File: src/design/rvIsaPkg.sv
`default_nettype none

package rvIsaPkg;

	typedef logic [31:0] word;
	typedef logic [4:0] regAddr;
	typedef logic [6:0] opcode;
	typedef logic [2:0] funct3;
	typedef logic [6:0] funct7;

	// major opcodes in inst[6:0]
	localparam opcode opLui    = 7'b0110111;
	localparam opcode opAuipc  = 7'b0010111;
	localparam opcode opJal    = 7'b1101111;
	localparam opcode opJalr   = 7'b1100111;
	localparam opcode opBranch = 7'b1100011;
	localparam opcode opLoad   = 7'b0000011;
	localparam opcode opStore  = 7'b0100011;
	localparam opcode opImm    = 7'b0010011;
	localparam opcode opReg    = 7'b0110011;
	localparam opcode opSystem = 7'b1110011;

	// alu funct3
	localparam funct3 f3Add  = 3'b000;
	localparam funct3 f3Sll  = 3'b001;
	localparam funct3 f3Slt  = 3'b010;
	localparam funct3 f3Sltu = 3'b011;
	localparam funct3 f3Xor  = 3'b100;
	localparam funct3 f3Sr   = 3'b101;
	localparam funct3 f3Or   = 3'b110;
	localparam funct3 f3And  = 3'b111;

	// branch funct3
	localparam funct3 f3Beq  = 3'b000;
	localparam funct3 f3Bne  = 3'b001;
	localparam funct3 f3Blt  = 3'b100;
	localparam funct3 f3Bge  = 3'b101;
	localparam funct3 f3Bltu = 3'b110;
	localparam funct3 f3Bgeu = 3'b111;

	// load and store widths
	localparam funct3 f3Byte  = 3'b000;
	localparam funct3 f3Half  = 3'b001;
	localparam funct3 f3Word  = 3'b010;
	localparam funct3 f3ByteU = 3'b100;
	localparam funct3 f3HalfU = 3'b101;

	localparam funct7 f7Base = 7'b0000000;
	localparam funct7 f7Alt  = 7'b0100000;

	localparam word ebreakInst = 32'h0010_0073;

endpackage

`default_nettype wire
File: src/design/pcUnit.sv
`default_nettype none

module pcUnit (
	input  wire                clk,
	input  wire                rstN,
	input  wire                commit,
	input  wire                redirect,
	input  wire rvIsaPkg::word target,
	input  wire                isEbreak,
	output rvIsaPkg::word      pc,
	output rvIsaPkg::word      pcPlus4,
	output logic               halted
);

	assign pcPlus4 = pc + 32'd4;

	always_ff @(posedge clk or negedge rstN) begin
		if (!rstN) begin
			pc <= '0;
			halted <= 1'b0;
		end else if (commit) begin
			pc <= redirect ? target : pcPlus4;
			// sticky until reset
			if (isEbreak) begin
				halted <= 1'b1;
			end
		end
	end

endmodule

`default_nettype wire

File: config.mk
export PLATFORM = sky130hd
export DESIGN_NAME = pcUnit
export DESIGN_NICKNAME = d
export VERILOG_FILES = /design/src/design/rvIsaPkg.sv /design/src/design/pcUnit.sv
export SDC_FILE = /design/constraint.sdc
export NUM_CORES = 1
export LEC_CHECK = 0
export BUFFER_PORTS_ARGS = -buffer_cell sky130_fd_sc_hd__clkbuf_2
export CORE_MARGIN = 8
export CORE_UTILIZATION = 49
export DETAILED_ROUTE_END_ITERATION = 8
export GPL_ROUTABILITY_DRIVEN = 0
export PLACE_DENSITY = 0.81
export SYNTH_ARGS = -nofsm -noshare
export SYNTH_HDL_FRONTEND = slang
export SYNTH_SLANG_ARGS = --single-unit
File: constraint.sdc
create_clock -name clk -period 2.04 [get_ports clk]
set_input_delay 0.204 -clock clk [delete_from_list [all_inputs] [get_ports clk]]
set_output_delay 0.204 -clock clk [all_outputs]
set_load 0.01 [all_outputs]
==> results.ini <==
[critical_path]
required_ns = 1.84
crit_family = simple AND/OR/NAND/NOR gates
r2r-end = pc[31]
max_stage_delay_ns = 0.44
crit_chain = nand4_1, nor2_1, buf_4, nand3_1, xnor2_1, clkbuf_2
startpoint = pc[17]
worstRegToRegCells = 7
path_depth = 6
r2r_setup_slack_ns = 0.04
crit_buf_inv = 2
critical_path_class = flop to primary output
reg2reg_from = pc[2]
cp-end-kind = primary output
worstSetupStartpointType = flop
critPathCapture = pcPlus4[22]
arrival_ns = 1.87
slowest_stage = dfrtp_2
cp_max_fo = 7

[timing]
tns_ns = -0.06507
fin_skew_ns = 0.009618
maxSlewHeadroom_pct = 62.95
tightest_slew_ns = 0.5557
setup_ws_ns = -0.03301
fin_crit_ns = 2.073
finalCritPeriodShare_pct = 101.6
rsz0062_at_grt = true
setup_viol = 4
timing.final.max_slew_violations = 0
timing.hold.ws_ns = 0.1217
fmax_mhz = 482.4
hold_viol_final = 0

[floorplanning]
io-pin-count = 102
die_w_um = 87.80
coreArea_um2 = 5042
num_rows = 26
initial_utilization_pct = 50.10
die-height_um = 87.80
dieArea_um2 = 7709

[synth]
synth_xor_xnor_area_share_pct = 9.708
postSynthCellCount = 302
synthFlopType = dfrtp_1
yosys.area.top_type_share_pct = 32.69
synth_nets = 340
yosys.area_share.simple_pct = 28.53
synth-seq-area-share_pct = 32.69
synth_area_per_cell_um2 = 8.365
async_flop_share_pct = 100.0
syn_area_um2 = 2526
ys_types = 52
synth_area_leaders = dfrtp_1 33%, xnor2_1 5.5%, nor2_1 4.2%
synth_top_family_by_area = simple AND/OR/NAND/NOR gates
synthAdderAreaFrac_pct = 0.4953
synth_enable_flop_cells = 0
synth-compound-area-share_pct = 20.90
synth_warnings = 0
synth_mux_area_share_pct = 1.288
synth-seq-cells = 33
yosys.area.top_type = dfrtp_1

[power_and_ir_drop]
p_leak_nw = 1.774
totalPowerFinal_w = 0.002368
irDropWorstVdd_v = 0.0004165
powerDensity_nw_per_um2 = 643.5

[grt]
grt_pass1_vias = 2932
grt_pass1_wl_um = 14370
grt_use_total_pct = 23.57
overflow = 0
grt_start_max_net_pins = 34
antenna_found_initial = 0

[detailed_routing]
via_per_inst = 6.143
routed_wirelength_um = 9650
dr.pass1.iters = 8
routedWlPerCell_um = 18.96
postRouteAntennaNets = 0
drtIter0Drc = 390
vias = 3127
drc_errors = 0

[placed_design]
dpl.hpwl_um = 6249
dp_cells = 477
numPortBuffers = 101

[layout]
nets = 478
ff_latch_area_um2 = 839.6
final_util_pct = 72.98
fill_cells = 372
area_growth_pct = 45.67
layout-drive-gt1-share_pct = 46.70
diodes = 0
multi_input_area_um2 = 1717
stdcell_count = 509

[clock_network]
ctsRootBufferMaster = clkbuf_8
htreeDepth = 2
tritoncts = yes
clk_pin_slew_ns = 0.07
cts_sinks = 33
cts_buffer_depth = 2
clock_latency_ns = 0.29
numCtsBuffers = 5

[run_status]
status = finished, violations left
violations = negative setup slack

[job]
max_cap_violations = 0

[min_path]
hold_class = primary input to flop

report_power, final:
part           switching [W]  internal (W)
Sequential          0.000145      0.000754
Combinational       0.000554      0.000445
Clock               0.000247      0.000225
Yosys cell counts (2+ instances only):
master,number
clkbuf_2,2
a22o_1,3
a21oi_1,15
nor3_1,8
nor2_1,28
dfrtp_1,33
xor2_1,12
nand3_1,15
a22oi_1,12
buf_4,4
or3_1,3
and4_1,5
o2bb2ai_1,6
and2_1,4
nand4_1,13
nand2_1,21
mux2_2,2
o311a_1,2
o211ai_1,5
nor4_4,2
nand4_2,4
nor4_1,4
o311ai_0,4
o31ai_1,2
and3_1,9
buf_2,4
clkbuf_1,12
o21ai_0,19
xnor2_1,16
inv_1,10
o311ai_1,2
area by class of cell:
class,instances,share of cell area [%]
clock buffer,5,1.870
clock inverter,1,0.1360
inverter,11,1.122
multi-input combinational,235,46.65
sequential,33,22.82
tap,70,2.380
timing repair buffer,154,25.03
timing repair:
action	in CTS	in global routing
hold buffers	1	0
cloned	1	0
resized for setup	30	29
pin swaps	8	12
setup endpoints to repair	20	21
buffers inserted	12	12
hold endpoints to repair	33	0
metal layers:
metal	vias to the layer above	part of all wire [%]	track usage, %
met5	-	0	0
met4	0	2.7	10.47
met3	33	11	6.473
met2	213	47	37.35
met1	1483	39	29.08
li1	1398	-	-
logic make-up after synthesis:
group | count (synthesis)
buf+inv | 35
simple gates | 124
flops | 33
compound gates | 78
xor+xnor | 28
mux | 3
fa+ha+maj | 1
cell usage in the layout (no fill, tap or decap), drive strengths merged, types with 2 or more instances in the layout:
cell / count
nor3: 8
and3: 9
a22o: 3
mux2: 2
o21ai: 20
clkbuf: 100
a22oi: 12
o2bb2ai: 6
nand2: 21
xnor2: 16
nor4: 6
and4: 6
o311ai: 6
and2: 4
a21oi: 15
xor2: 12
nand4: 19
or3: 3
nor2: 28
buf: 58
clkinv: 2
o211ai: 5
dfrtp: 33
inv: 10
o311a: 2
nand3: 15
o31ai: 2
worst register-to-register path: stages (launching register included):
cell and delay, ns:
dfrtp_1 0.42, buf_6 0.13, and4_4 0.26, nand4_1 0.20, buf_4 0.20, buf_4 0.13
o311a_1 0.28, a211o_1 0.26
flip-flops by register name (all words and copies together), names as in the netlist:
name and count:
pc 32, halted 1
per-stage QoR:
| step | instance area (um2) | worst slack (ns) |
|---|---|---|
| floorplan | 2526 | 0.06906 |
| global placement | 3209 | 0.1726 |
| CTS | 3491 | -0.006235 |
| finish | 3680 | -0.03301 |
| detailed placement | 3209 | 0.08617 |
| global route | 3680 | -0.1504 |
worst min path at each step:
stage              from      to  slack, ns  cells after the start
6_report       isEbreak  halted       0.12                      2
5_1_grt        isEbreak  halted       0.14                      2
4_1_cts        isEbreak  halted       0.12                      2
3_5_place_dp       rstN   pc[1]       0.27                      2
2_1_floorplan      rstN  halted      -0.09                      0
3_3_place_gp       rstN   pc[1]       0.27                      2
Power figures use the tool's default switching activity.
