===== src/design/rvIsaPkg.sv =====
`default_nettype none

package rvIsaPkg;

	typedef logic [31:0] word;
	typedef logic [4:0] regAddr;
	typedef logic [6:0] opcode;
	typedef logic [2:0] funct3;
	typedef logic [6:0] funct7;

	// major opcodes in inst[6:0]
	localparam opcode opLui    = 7'b0110111;
	localparam opcode opAuipc  = 7'b0010111;
	localparam opcode opJal    = 7'b1101111;
	localparam opcode opJalr   = 7'b1100111;
	localparam opcode opBranch = 7'b1100011;
	localparam opcode opLoad   = 7'b0000011;
	localparam opcode opStore  = 7'b0100011;
	localparam opcode opImm    = 7'b0010011;
	localparam opcode opReg    = 7'b0110011;
	localparam opcode opSystem = 7'b1110011;

	// alu funct3
	localparam funct3 f3Add  = 3'b000;
	localparam funct3 f3Sll  = 3'b001;
	localparam funct3 f3Slt  = 3'b010;
	localparam funct3 f3Sltu = 3'b011;
	localparam funct3 f3Xor  = 3'b100;
	localparam funct3 f3Sr   = 3'b101;
	localparam funct3 f3Or   = 3'b110;
	localparam funct3 f3And  = 3'b111;

	// branch funct3
	localparam funct3 f3Beq  = 3'b000;
	localparam funct3 f3Bne  = 3'b001;
	localparam funct3 f3Blt  = 3'b100;
	localparam funct3 f3Bge  = 3'b101;
	localparam funct3 f3Bltu = 3'b110;
	localparam funct3 f3Bgeu = 3'b111;

	// load and store widths
	localparam funct3 f3Byte  = 3'b000;
	localparam funct3 f3Half  = 3'b001;
	localparam funct3 f3Word  = 3'b010;
	localparam funct3 f3ByteU = 3'b100;
	localparam funct3 f3HalfU = 3'b101;

	localparam funct7 f7Base = 7'b0000000;
	localparam funct7 f7Alt  = 7'b0100000;

	localparam word ebreakInst = 32'h0010_0073;

endpackage

`default_nettype wire

===== src/design/regFile.sv =====
`default_nettype none

module regFile (
	input  wire                   clk,
	input  wire                   rstN,
	input  wire                   we,
	input  wire rvIsaPkg::regAddr waddr,
	input  wire rvIsaPkg::word    wdata,
	input  wire rvIsaPkg::regAddr raddr1,
	input  wire rvIsaPkg::regAddr raddr2,
	output rvIsaPkg::word         rdata1,
	output rvIsaPkg::word         rdata2
);

	rvIsaPkg::word regs [32];

	always_ff @(posedge clk or negedge rstN) begin
		if (!rstN) begin
			for (int i = 0; i < 32; i++) begin
				regs[i] <= '0;
			end
		end else if (we && waddr != '0) begin
			regs[waddr] <= wdata;
		end
	end

	// x0 is never written, so it reads zero
	assign rdata1 = regs[raddr1];
	assign rdata2 = regs[raddr2];

endmodule

`default_nettype wire


===== config.mk =====
export PLATFORM = sky130hd
export DESIGN_NAME = regFile
export DESIGN_NICKNAME = d
export VERILOG_FILES = /design/src/design/rvIsaPkg.sv /design/src/design/regFile.sv
export SDC_FILE = /design/constraint.sdc
export NUM_CORES = 2
export LEC_CHECK = 0
export BUFFER_PORTS_ARGS = -buffer_cell sky130_fd_sc_hd__buf_4
export CAP_MARGIN = 20
export CORE_MARGIN = 2
export CORE_UTILIZATION = 60
export DETAILED_ROUTE_END_ITERATION = 8
export PLACE_DENSITY = 0.76
export SYNTH_ARGS = -nofsm -noshare
export SYNTH_HDL_FRONTEND = slang
export SYNTH_SLANG_ARGS = --single-unit
export TNS_END_PERCENT = 1

===== constraint.sdc =====
create_clock -name clk -period 2.75 [get_ports clk]
set_clock_uncertainty 0.15 [all_clocks]
set_input_delay 0.55 -clock clk [delete_from_list [all_inputs] [get_ports clk]]
set_output_delay 0.55 -clock clk [all_outputs]
set_load 0.01 [all_outputs]

==> flow_metrics.py <==
metrics = {
    "status": {
        "status": "finished with violations",
        "violations": "setup timing",
    },
    "finish": {
        "nets": 4874,
        "area.growth.synth_to_final_pct": 18.4,
        "reg_top3": "regs x1024",
        "largest_register_ffs": 1024,
        "final_layout_size_suffix_gt1_share_pct": 37.9,
        "top_register": "regs",
        "nFillCells": 6201,
    },
    "setup_path": {
        "startpoint": "raddr1[1]",
        "path_max_fanout": 13,
        "cp-start-kind": "input pin",
        "worstPathArrival_ns": 2.21,
        "crit_type": "input pin to output port",
        "cp.required_ns": 2.05,
        "r2r-start": "regs[856]$_DFFE_PN0P_",
        "cp-end-kind": "output port",
    },
    "grt": {
        "top_usage_layer": "met2",
        "use_met3_pct": 8.47,
        "grt_overflow": 0,
        "grt_usage_pct": 37.2,
        "grt_pass1_vias": 42500,
        "grt_start_max_net_pins": 119,
        "grt_use_met1_pct": 47.6,
        "use_met2_pct": 58.2,
        "antenna_found_initial": 11,
        "grt_pass1_wl_mm": 268,
    },
    "die": {
        "dieHeight_um": 309,
        "start_util_pct": 60.8,
        "dieArea_um2": 95700,
        "rows": 111,
        "num_io_pins": 114,
        "core_area_um2": 92100,
        "die_w_um": 309,
    },
    "yosys": {
        "synth_fp_nets": 4651,
        "yosys_warnings": 0,
        "yosysTopAreaCell": "dfrtp_1",
        "synth_cell_types": 28,
        "synth_top_cell_area_share_pct": 45.8,
        "syn_inst": 4601,
        "avgSynthCellArea_um2": 12.2,
        "yosys-top-cells-area": "dfrtp_1, mux2_2, mux2i_1, a22oi_1, a22o_1",
        "ys_seq_elements": 1024,
        "ys.flop_type": "dfrtp_1",
        "netlist_area_um2": 55900,
        "synth-seq-area-share_pct": 45.8,
        "netlist_top_cells_count": "dfrtp_1, mux2i_1, mux2_2",
        "async_flop_share_pct": 100,
        "synth-edff-count": 0,
    },
    "placement": {
        "port_buffers": 113,
        "hpwl_mm": 109,
        "dp_worst_setup_slack_ns": -0.307,
        "place_congestion": 0.875,
    },
    "timing": {
        "drv_slew": 0,
        "setup_viol": 62,
        "worst_pin_slew_ns": 0.815,
        "max_freq_ghz": 0.343,
        "holdWs_ns": 0.202,
        "fin_ws_ns": -0.164,
        "min_period_over_period_pct": 106,
        "timing.final.crit_period_ns": 2.91,
        "rsz0062_at_grt": "true",
        "hold_viol": 0,
        "finalSetupTns_ns": -4.80,
        "slew_headroom_pct": 45.7,
    },
    "hold_path": {
        "min_from": "wdata[1]",
        "min_path_type": "input pin to flip-flop",
    },
    "pwr": {
        "finalPower_w": 0.0452,
        "comb_power_share_pct": 21.2,
        "p_sw_share_pct": 28.7,
        "power_density_nw_per_um2": 682,
        "pwr-share-seq_pct": 45.0,
        "internal_power_w": 0.0322,
        "power.switching_w": 0.0129,
        "pwr-share-clk_pct": 33.9,
        "power.leakage_nw": 31.6,
        "ir_drop_v": 0.000551,
    },
    "clocking": {
        "cts_buffers": 106,
        "cts_tree": "yes",
        "root_buffer": "clkbuf_16",
        "clk_pin_slew_worst_paths_ns": 0.06,
        "htree_levels": 3,
        "cts.sinks": 1024,
        "insertion_delay_ns": 0.69,
        "cts_buffer_depth": 3,
    },
    "route": {
        "firstDrtPassIters": 6,
        "drc": 0,
        "routedWlPerCell_um": 29.0,
        "via_count": 41500,
        "ant_nets": 0,
        "postRouteWirelength_mm": 179,
        "viasPerCell": 6.74,
        "first_iter_violations": 4342,
    },
    "flow_run": {
        "cap_violations": 0,
    },
}
layout make-up:
class | count | area (um^2) | area share [%]
antenna | 11 | 27.5 | 0.0416
clock buffer | 151 | 3120 | 4.70
clock inverter | 38 | 551 | 0.831
multi-input combinational | 3104 | 28500 | 43.0
sequential | 1024 | 25600 | 38.7
tap | 1243 | 1560 | 2.35
timing repair buffer | 588 | 6860 | 10.4
routing by layer:
| layer | routed length (um) | vias up |
|---|---|---|
| li1 | - | 17400 |
| met4 | 10800 | 4 |
| met5 | 25 | - |
| met3 | 15200 | 612 |
| met1 | 70700 | 21400 |
| met2 | 82100 | 2142 |
critical path, stage by stage:
cell and delay (ns):
buf_16 0.16, buf_12 0.16, buf_12 0.17, mux2i_1 0.21, a22o_1 0.16, nor3_1 0.05, a31oi_1 0.24, nand3_2 0.26
buf_6 0.20
metrics by stage:
| stage | instance area [um^2] | util (%) | std cells |
|---|---|---|---|
| after global routing | 66200 | 71.9 | 6158 |
| after CTS | 65800 | 71.5 | 6141 |
| final | 66200 | 71.9 | 6159 |
| after detailed placement | 61100 | 66.3 | 5921 |
| after floorplan | 55900 | - | 4601 |
| after global placement | 61100 | 66.3 | 5921 |
power groups by stage:
stage | clock network, W | logic [W] | registers (W)
floorplan | 0 | 0.00633 | 0.0197
global placement | 0 | 0.00872 | 0.0202
detailed placement | 0 | 0.00902 | 0.0204
CTS | 0.0154 | 0.00935 | 0.0202
global route | 0.0160 | 0.0103 | 0.0206
finish | 0.0153 | 0.00957 | 0.0203
logic make-up (layout without fill, tap and decap cells):
logic type,count (synthesis),in the layout,share of synthesized area [%]
AOI/OAI and AO/OA,576,576,7.01
buffers and inverters,473,777,4.50
DFF,1024,1024,45.8
muxes,2016,2016,38.3
other,0,11,0
and+or+nand+nor,512,512,4.39
worst paths after layout:
check | depth (start not counted) | slack (ns) | to
worst max-delay path | 9 | -0.16 | rdata1[28]
worst min-delay path | 2 | 0.20 | regs[609]$_DFFE_PN0P_
worst max register to register | 1 | 1.76 | regs[856]$_DFFE_PN0P_
worst min register to register | 0 | 0.25 | regs[1007]$_DFFE_PN0P_
max in group asynchronous | 3 | 1.19 | regs[29]$_DFFE_PN0P_
min in group asynchronous | 2 | 0.24 | regs[461]$_DFFE_PN0P_
cells in the final DEF (no fill, tap or decap), drive strengths merged:
master and instances:
a21oi 192, a22o 128, a22oi 192, a31oi 64, and2 2, and3 1, and3b 1, buf 580
bufbuf 7, bufinv 14, clkbuf 151, clkinv 21, clkinvlp 1, dfrtp 1024, diode 11, dlygate4sd3 1
inv 2, mux2 992, mux2i 1024, nand2 210, nand2b 4, nand3 194, nand3b 4, nor2 19
nor2b 4, nor3 65, nor3b 4, or2 3, or3b 1
what timing repair did:
item	in CTS	in global routing
buffers inserted	23	8
endpoints found under the hold margin	23	0
setup endpoints to repair	64	64
gates cloned	7	0
resized for setup	131	73
pin swaps	49	58
hold buffers	1	0
Power figures use the tool's default switching activity.
