[config.mk]
export PLATFORM = sky130hd
export DESIGN_NAME = instDecoder
export DESIGN_NICKNAME = d
export VERILOG_FILES = /design/src/design/rvCtrlPkg.sv /design/src/design/rvIsaPkg.sv /design/src/design/instDecoder.sv
export SDC_FILE = /design/constraint.sdc
export NUM_CORES = 1
export LEC_CHECK = 0
export ABC_AREA = 1
export BUFFER_PORTS_ARGS = -buffer_cell sky130_fd_sc_hd__buf_2
export CORE_UTILIZATION = 30
export DETAILED_ROUTE_END_ITERATION = 16
export PLACE_DENSITY = 0.61
export SLEW_MARGIN = 20
export SYNTH_ARGS = -nofsm -noshare
export SYNTH_HDL_FRONTEND = slang
export SYNTH_SLANG_ARGS = --single-unit
[constraint.sdc]
create_clock -name vclk -period 1.3
set_input_delay 0.195 -clock vclk [all_inputs]
set_output_delay 0.195 -clock vclk [all_outputs]
set_load 0.01 [all_outputs]
[src/design/rvCtrlPkg.sv]
`default_nettype none

package rvCtrlPkg;

	// passB feeds the immediate straight through for LUI
	typedef enum logic [3:0] {
		aluAdd,
		aluSub,
		aluSll,
		aluSlt,
		aluSltu,
		aluXor,
		aluSrl,
		aluSra,
		aluOr,
		aluAnd,
		aluPassB
	} aluOp;

	// write-back source
	typedef enum logic [1:0] {
		wbAlu,
		wbMem,
		wbPcPlus4
	} wbSrc;

	// data memory access size
	typedef enum logic [1:0] {
		memByte,
		memHalf,
		memWord
	} memSize;

endpackage

`default_nettype wire

[src/design/rvIsaPkg.sv]
`default_nettype none

package rvIsaPkg;

	typedef logic [31:0] word;
	typedef logic [4:0] regAddr;
	typedef logic [6:0] opcode;
	typedef logic [2:0] funct3;
	typedef logic [6:0] funct7;

	// major opcodes in inst[6:0]
	localparam opcode opLui    = 7'b0110111;
	localparam opcode opAuipc  = 7'b0010111;
	localparam opcode opJal    = 7'b1101111;
	localparam opcode opJalr   = 7'b1100111;
	localparam opcode opBranch = 7'b1100011;
	localparam opcode opLoad   = 7'b0000011;
	localparam opcode opStore  = 7'b0100011;
	localparam opcode opImm    = 7'b0010011;
	localparam opcode opReg    = 7'b0110011;
	localparam opcode opSystem = 7'b1110011;

	// alu funct3
	localparam funct3 f3Add  = 3'b000;
	localparam funct3 f3Sll  = 3'b001;
	localparam funct3 f3Slt  = 3'b010;
	localparam funct3 f3Sltu = 3'b011;
	localparam funct3 f3Xor  = 3'b100;
	localparam funct3 f3Sr   = 3'b101;
	localparam funct3 f3Or   = 3'b110;
	localparam funct3 f3And  = 3'b111;

	// branch funct3
	localparam funct3 f3Beq  = 3'b000;
	localparam funct3 f3Bne  = 3'b001;
	localparam funct3 f3Blt  = 3'b100;
	localparam funct3 f3Bge  = 3'b101;
	localparam funct3 f3Bltu = 3'b110;
	localparam funct3 f3Bgeu = 3'b111;

	// load and store widths
	localparam funct3 f3Byte  = 3'b000;
	localparam funct3 f3Half  = 3'b001;
	localparam funct3 f3Word  = 3'b010;
	localparam funct3 f3ByteU = 3'b100;
	localparam funct3 f3HalfU = 3'b101;

	localparam funct7 f7Base = 7'b0000000;
	localparam funct7 f7Alt  = 7'b0100000;

	localparam word ebreakInst = 32'h0010_0073;

endpackage

`default_nettype wire
[src/design/instDecoder.sv]
`default_nettype none

module instDecoder (
	input  wire rvIsaPkg::word    inst,
	output rvIsaPkg::regAddr      rs1,
	output rvIsaPkg::regAddr      rs2,
	output rvIsaPkg::regAddr      rd,
	output rvIsaPkg::word         imm,
	output rvCtrlPkg::aluOp       aluCtrl,
	output logic                  aluSrcImm,
	output logic                  aluSrcPc,
	output logic                  regWrite,
	output logic                  memWrite,
	output logic                  memLoad,
	output rvCtrlPkg::memSize     memSz,
	output logic                  memUnsigned,
	output logic                  isBranch,
	output rvIsaPkg::funct3       branchFunct,
	output logic                  isJal,
	output logic                  isJalr,
	output logic                  isEbreak,
	output rvCtrlPkg::wbSrc       wbSel
);

	rvIsaPkg::opcode opc;
	rvIsaPkg::funct3 f3;
	rvIsaPkg::funct7 f7;
	rvIsaPkg::word   iImm;
	rvIsaPkg::word   sImm;
	rvIsaPkg::word   bImm;
	rvIsaPkg::word   uImm;
	rvIsaPkg::word   jImm;

	function automatic rvCtrlPkg::aluOp aluFromFunct3(
		input rvIsaPkg::funct3 f,
		input logic alt
	);
		case (f)
			rvIsaPkg::f3Add:  return alt ? rvCtrlPkg::aluSub : rvCtrlPkg::aluAdd;
			rvIsaPkg::f3Sll:  return rvCtrlPkg::aluSll;
			rvIsaPkg::f3Slt:  return rvCtrlPkg::aluSlt;
			rvIsaPkg::f3Sltu: return rvCtrlPkg::aluSltu;
			rvIsaPkg::f3Xor:  return rvCtrlPkg::aluXor;
			rvIsaPkg::f3Sr:   return alt ? rvCtrlPkg::aluSra : rvCtrlPkg::aluSrl;
			rvIsaPkg::f3Or:   return rvCtrlPkg::aluOr;
			default:          return rvCtrlPkg::aluAnd;
		endcase
	endfunction

	assign opc = inst[6:0];
	assign f3  = inst[14:12];
	assign f7  = inst[31:25];

	assign iImm = {{20{inst[31]}}, inst[31:20]};
	assign sImm = {{20{inst[31]}}, inst[31:25], inst[11:7]};
	assign bImm = {{19{inst[31]}}, inst[31], inst[7], inst[30:25], inst[11:8], 1'b0};
	assign uImm = {inst[31:12], 12'b0};
	assign jImm = {{11{inst[31]}}, inst[31], inst[19:12], inst[20], inst[30:21], 1'b0};

	assign rs1 = inst[19:15];
	assign rs2 = inst[24:20];
	// no write means rd reads as x0
	assign rd = regWrite ? inst[11:7] : '0;
	assign branchFunct = f3;

	always_comb begin
		imm = '0;
		aluCtrl = rvCtrlPkg::aluAdd;
		aluSrcImm = 1'b0;
		aluSrcPc = 1'b0;
		regWrite = 1'b0;
		memWrite = 1'b0;
		memLoad = 1'b0;
		memSz = rvCtrlPkg::memWord;
		memUnsigned = 1'b0;
		isBranch = 1'b0;
		isJal = 1'b0;
		isJalr = 1'b0;
		isEbreak = 1'b0;
		wbSel = rvCtrlPkg::wbAlu;
		case (opc)
			rvIsaPkg::opLui: begin
				imm = uImm;
				aluCtrl = rvCtrlPkg::aluPassB;
				aluSrcImm = 1'b1;
				regWrite = 1'b1;
			end
			rvIsaPkg::opAuipc: begin
				imm = uImm;
				aluSrcImm = 1'b1;
				aluSrcPc = 1'b1;
				regWrite = 1'b1;
			end
			rvIsaPkg::opJal: begin
				imm = jImm;
				isJal = 1'b1;
				regWrite = 1'b1;
				wbSel = rvCtrlPkg::wbPcPlus4;
			end
			rvIsaPkg::opJalr: begin
				// target comes from the alu sum rs1 + imm
				imm = iImm;
				aluSrcImm = 1'b1;
				isJalr = 1'b1;
				regWrite = 1'b1;
				wbSel = rvCtrlPkg::wbPcPlus4;
			end
			rvIsaPkg::opBranch: begin
				imm = bImm;
				isBranch = 1'b1;
			end
			rvIsaPkg::opLoad: begin
				imm = iImm;
				aluSrcImm = 1'b1;
				memUnsigned = f3[2];
				wbSel = rvCtrlPkg::wbMem;
				case (f3)
					rvIsaPkg::f3Byte, rvIsaPkg::f3ByteU: begin
						memSz = rvCtrlPkg::memByte;
						memLoad = 1'b1;
						regWrite = 1'b1;
					end
					rvIsaPkg::f3Half, rvIsaPkg::f3HalfU: begin
						memSz = rvCtrlPkg::memHalf;
						memLoad = 1'b1;
						regWrite = 1'b1;
					end
					rvIsaPkg::f3Word: begin
						memLoad = 1'b1;
						regWrite = 1'b1;
					end
					default: ;
				endcase
			end
			rvIsaPkg::opStore: begin
				imm = sImm;
				aluSrcImm = 1'b1;
				case (f3)
					rvIsaPkg::f3Byte: begin
						memSz = rvCtrlPkg::memByte;
						memWrite = 1'b1;
					end
					rvIsaPkg::f3Half: begin
						memSz = rvCtrlPkg::memHalf;
						memWrite = 1'b1;
					end
					rvIsaPkg::f3Word: memWrite = 1'b1;
					default: ;
				endcase
			end
			rvIsaPkg::opImm: begin
				// shift immediates carry funct7 in the upper bits
				if (!(f3 == rvIsaPkg::f3Sll && f7 != rvIsaPkg::f7Base) &&
						!(f3 == rvIsaPkg::f3Sr && f7 != rvIsaPkg::f7Base &&
						f7 != rvIsaPkg::f7Alt)) begin
					imm = iImm;
					aluSrcImm = 1'b1;
					regWrite = 1'b1;
					aluCtrl = aluFromFunct3(f3, f3 == rvIsaPkg::f3Sr && f7 == rvIsaPkg::f7Alt);
				end
			end
			rvIsaPkg::opReg: begin
				if (f7 == rvIsaPkg::f7Base || (f7 == rvIsaPkg::f7Alt &&
						(f3 == rvIsaPkg::f3Add || f3 == rvIsaPkg::f3Sr))) begin
					regWrite = 1'b1;
					aluCtrl = aluFromFunct3(f3, f7 == rvIsaPkg::f7Alt);
				end
			end
			rvIsaPkg::opSystem: isEbreak = (inst == rvIsaPkg::ebreakInst);
			default: ;
		endcase
	end

endmodule

`default_nettype wire

==> results_dict.tcl <==
set metrics [dict create \
    ir_worst_vdd_mv 0.142 \
    pwr-share-clk_pct 0 \
    syn_inst 283 \
    hold_start "inst[13]" \
    synth_top_area_share_pct 25.6 \
    crit_slowest_cell "nor3_4" \
    maxCapViolations 0 \
    grt_max_degree 12 \
    yosys_warnings 0 \
    antenna_found_initial 0 \
    synth-simple-area-share_pct 66.9 \
    yosys.area_share.adder_pct 0 \
    internal_power_w 0.000293 \
    tightest_slew_ps 560 \
    critPathRequiredTime_ps 1110 \
    drc 0 \
    ios 100 \
    synth-compound-area-share_pct 8.25 \
    swShare_pct 54.3 \
    slew_violations 0 \
    syn-num-nets 315 \
    numPortBuffers 100 \
    seq_cell_count 0 \
    synth_xor_area_share_pct 0 \
    synth-seq-area-share_pct 0 \
    crit_buf_inv 5 \
    violations "setup timing" \
    dr.pass1.iters 5 \
    instances_no_fill 507 \
    start_kind "input pin" \
    power.leakage_nw 1.95 \
    fp.dieW_um 69.1 \
    syn_area_per_cell_sq_um 4.77 \
    syn_area_sq_um 1350 \
    cp-end-kind "primary output" \
    clockBufferCount 0 \
    powerDensity_nw_per_um2 192 \
    slowest_delay_ps 340 \
    period_share_pct 130 \
    grt.total_usage_pct 30.3 \
    rsz0062_at_grt "true" \
    synthTopCellsByArea "nand2_1, nand4_1, inv_1, buf_4, nand3_1" \
    cp_cell_sequence "buf_8 > inv_6 > buf_6 > nand2_4 > nor3_4 > nand2_4 > buf_6 > nand4_1 > buf_2" \
    cp_top_family "simple AND/OR/NAND/NOR gates" \
    grt_pass1_vias 2589 \
    rows 24 \
    cts_hold_buffers 0 \
    start_util_pct 31.0 \
    wl_per_cell_um 18.3 \
    ys_types 25 \
    tns_ps -14200 \
    finalHoldViolCount 0 \
    regArea_sq_um 0 \
    nNetsFinal 489 \
    fmax_mhz 590 \
    dieHeight_um 69.1 \
    synth_top_family_by_area "simple AND/OR/NAND/NOR gates" \
    synth_largest_area_cell "nand2_1" \
    vias 2901 \
    hp-class "in -> out" \
    drtIter0Drc 404 \
    crit_arrival_ps 1500 \
    critPathLaunch "inst[4]" \
    dp_cells 484 \
    wl_mm 9.28 \
    grt_pass1_wl_mm 12.0 \
    routabilityCongestion 0.875 \
    syn_to_final_growth_pct 147 \
    netSwitchingPower_w 0.000349 \
    core_sq_um 4350 \
    worstSetupPathType "in -> out" \
    setup_viol 50 \
    relSlewSlack_pct 62.3 \
    ant_nets 0 \
    drive_gt1_share_pct 65.7 \
    finalWorstSetupSlack_ps -394 \
    seq_power_share_pct 0 \
    final.min_clock_period_ps 1690 \
    p_total_w 0.000642 \
    antenna_cells 0 \
    status "complete, but fails checks" \
    cp_max_fo 6 \
    grt_overflow 0 \
    combPwrFrac_pct 100.0 \
    die-area_sq_um 4770 \
    dp_hpwl_mm 4.49 \
    via_per_inst 5.72 \
    synthMuxAreaShare_pct 0 \
]
cell type report:
type | count | area (sq um)
timing repair buffer | 197 | 1550
multi-input combinational | 216 | 1520
fill | 285 | 1020
inverter | 42 | 205
tap | 52 | 65.1
metrics by stage:
stage	hold slack, ps	cell area [sq um]	util [%]	setup slack, ps
global placement	605	2330	53.6	-495
floorplan	438	1370	-	-19.5
detailed placement	609	2330	53.6	-526
finish	617	3340	76.7	-394
global route	627	3340	76.7	-563
CTS	609	3010	69.0	-200
power by group through the flow:
| stage | logic [W] | registers (W) | clock network, W |
|---|---|---|---|
| finish | 0.000642 | 0 | 0 |
| global route | 0.000673 | 0 | 0 |
| CTS | 0.000533 | 0 | 0 |
| detailed placement | 0.000417 | 0 | 0 |
| global placement | 0.000413 | 0 | 0 |
| floorplan | 0.000165 | 0 | 0 |
synthesized netlist by cell type (all sizes together):
master and count:
nand3 24, inv 42, nand2 96, a21oi 8
buf 26, o211ai 1, clkbuf 1, nor2 32
and3 1, o21ai 12, nor4 4, nor3 3
nand4 31, nand3b 2
cells by family after synthesis:
| family | count (synthesis) |
|---|---|
| compound gates | 21 |
| simple gates | 193 |
| buf+inv | 69 |
layout by cell type, fill, tap and decap left out, types with 5 or more instances in the layout:
| cell | count |
|---|---|
| buf_2 | 83 |
| buf_4 | 62 |
| buf_6 | 41 |
| buf_8 | 5 |
| inv_1 | 30 |
| inv_4 | 5 |
| nand2_1 | 48 |
| nand2_2 | 29 |
| nand2_4 | 16 |
| nand3_1 | 19 |
| nand4_1 | 31 |
| nor2_1 | 11 |
| nor2_4 | 17 |
routing by layer:
layer  share of wire (%)  track usage [%]  wire (um)  vias to the layer above
li1                    -                -          -                     1269
met5                   0                0          0                        -
met2                  47             51.6       4400                      277
met1                  35             38.6       3290                     1293
met4                 5.9             12.9        546                        0
met3                  11             2.92       1050                       62
what timing repair did:
item / in CTS / in global routing
gates cloned: 6 / 2
gates resized for setup: 127 / 86
buffers inserted: 15 / 5
pin swaps: 52 / 41
endpoints found under the setup margin: 49 / 52
final timing paths:
path,end,slack (ps),depth (start not counted)
setup / recovery,imm[28],-390,9
hold / removal,branchFunct[1],620,2
No activity file was read; power rests on OpenSTA's default activity.
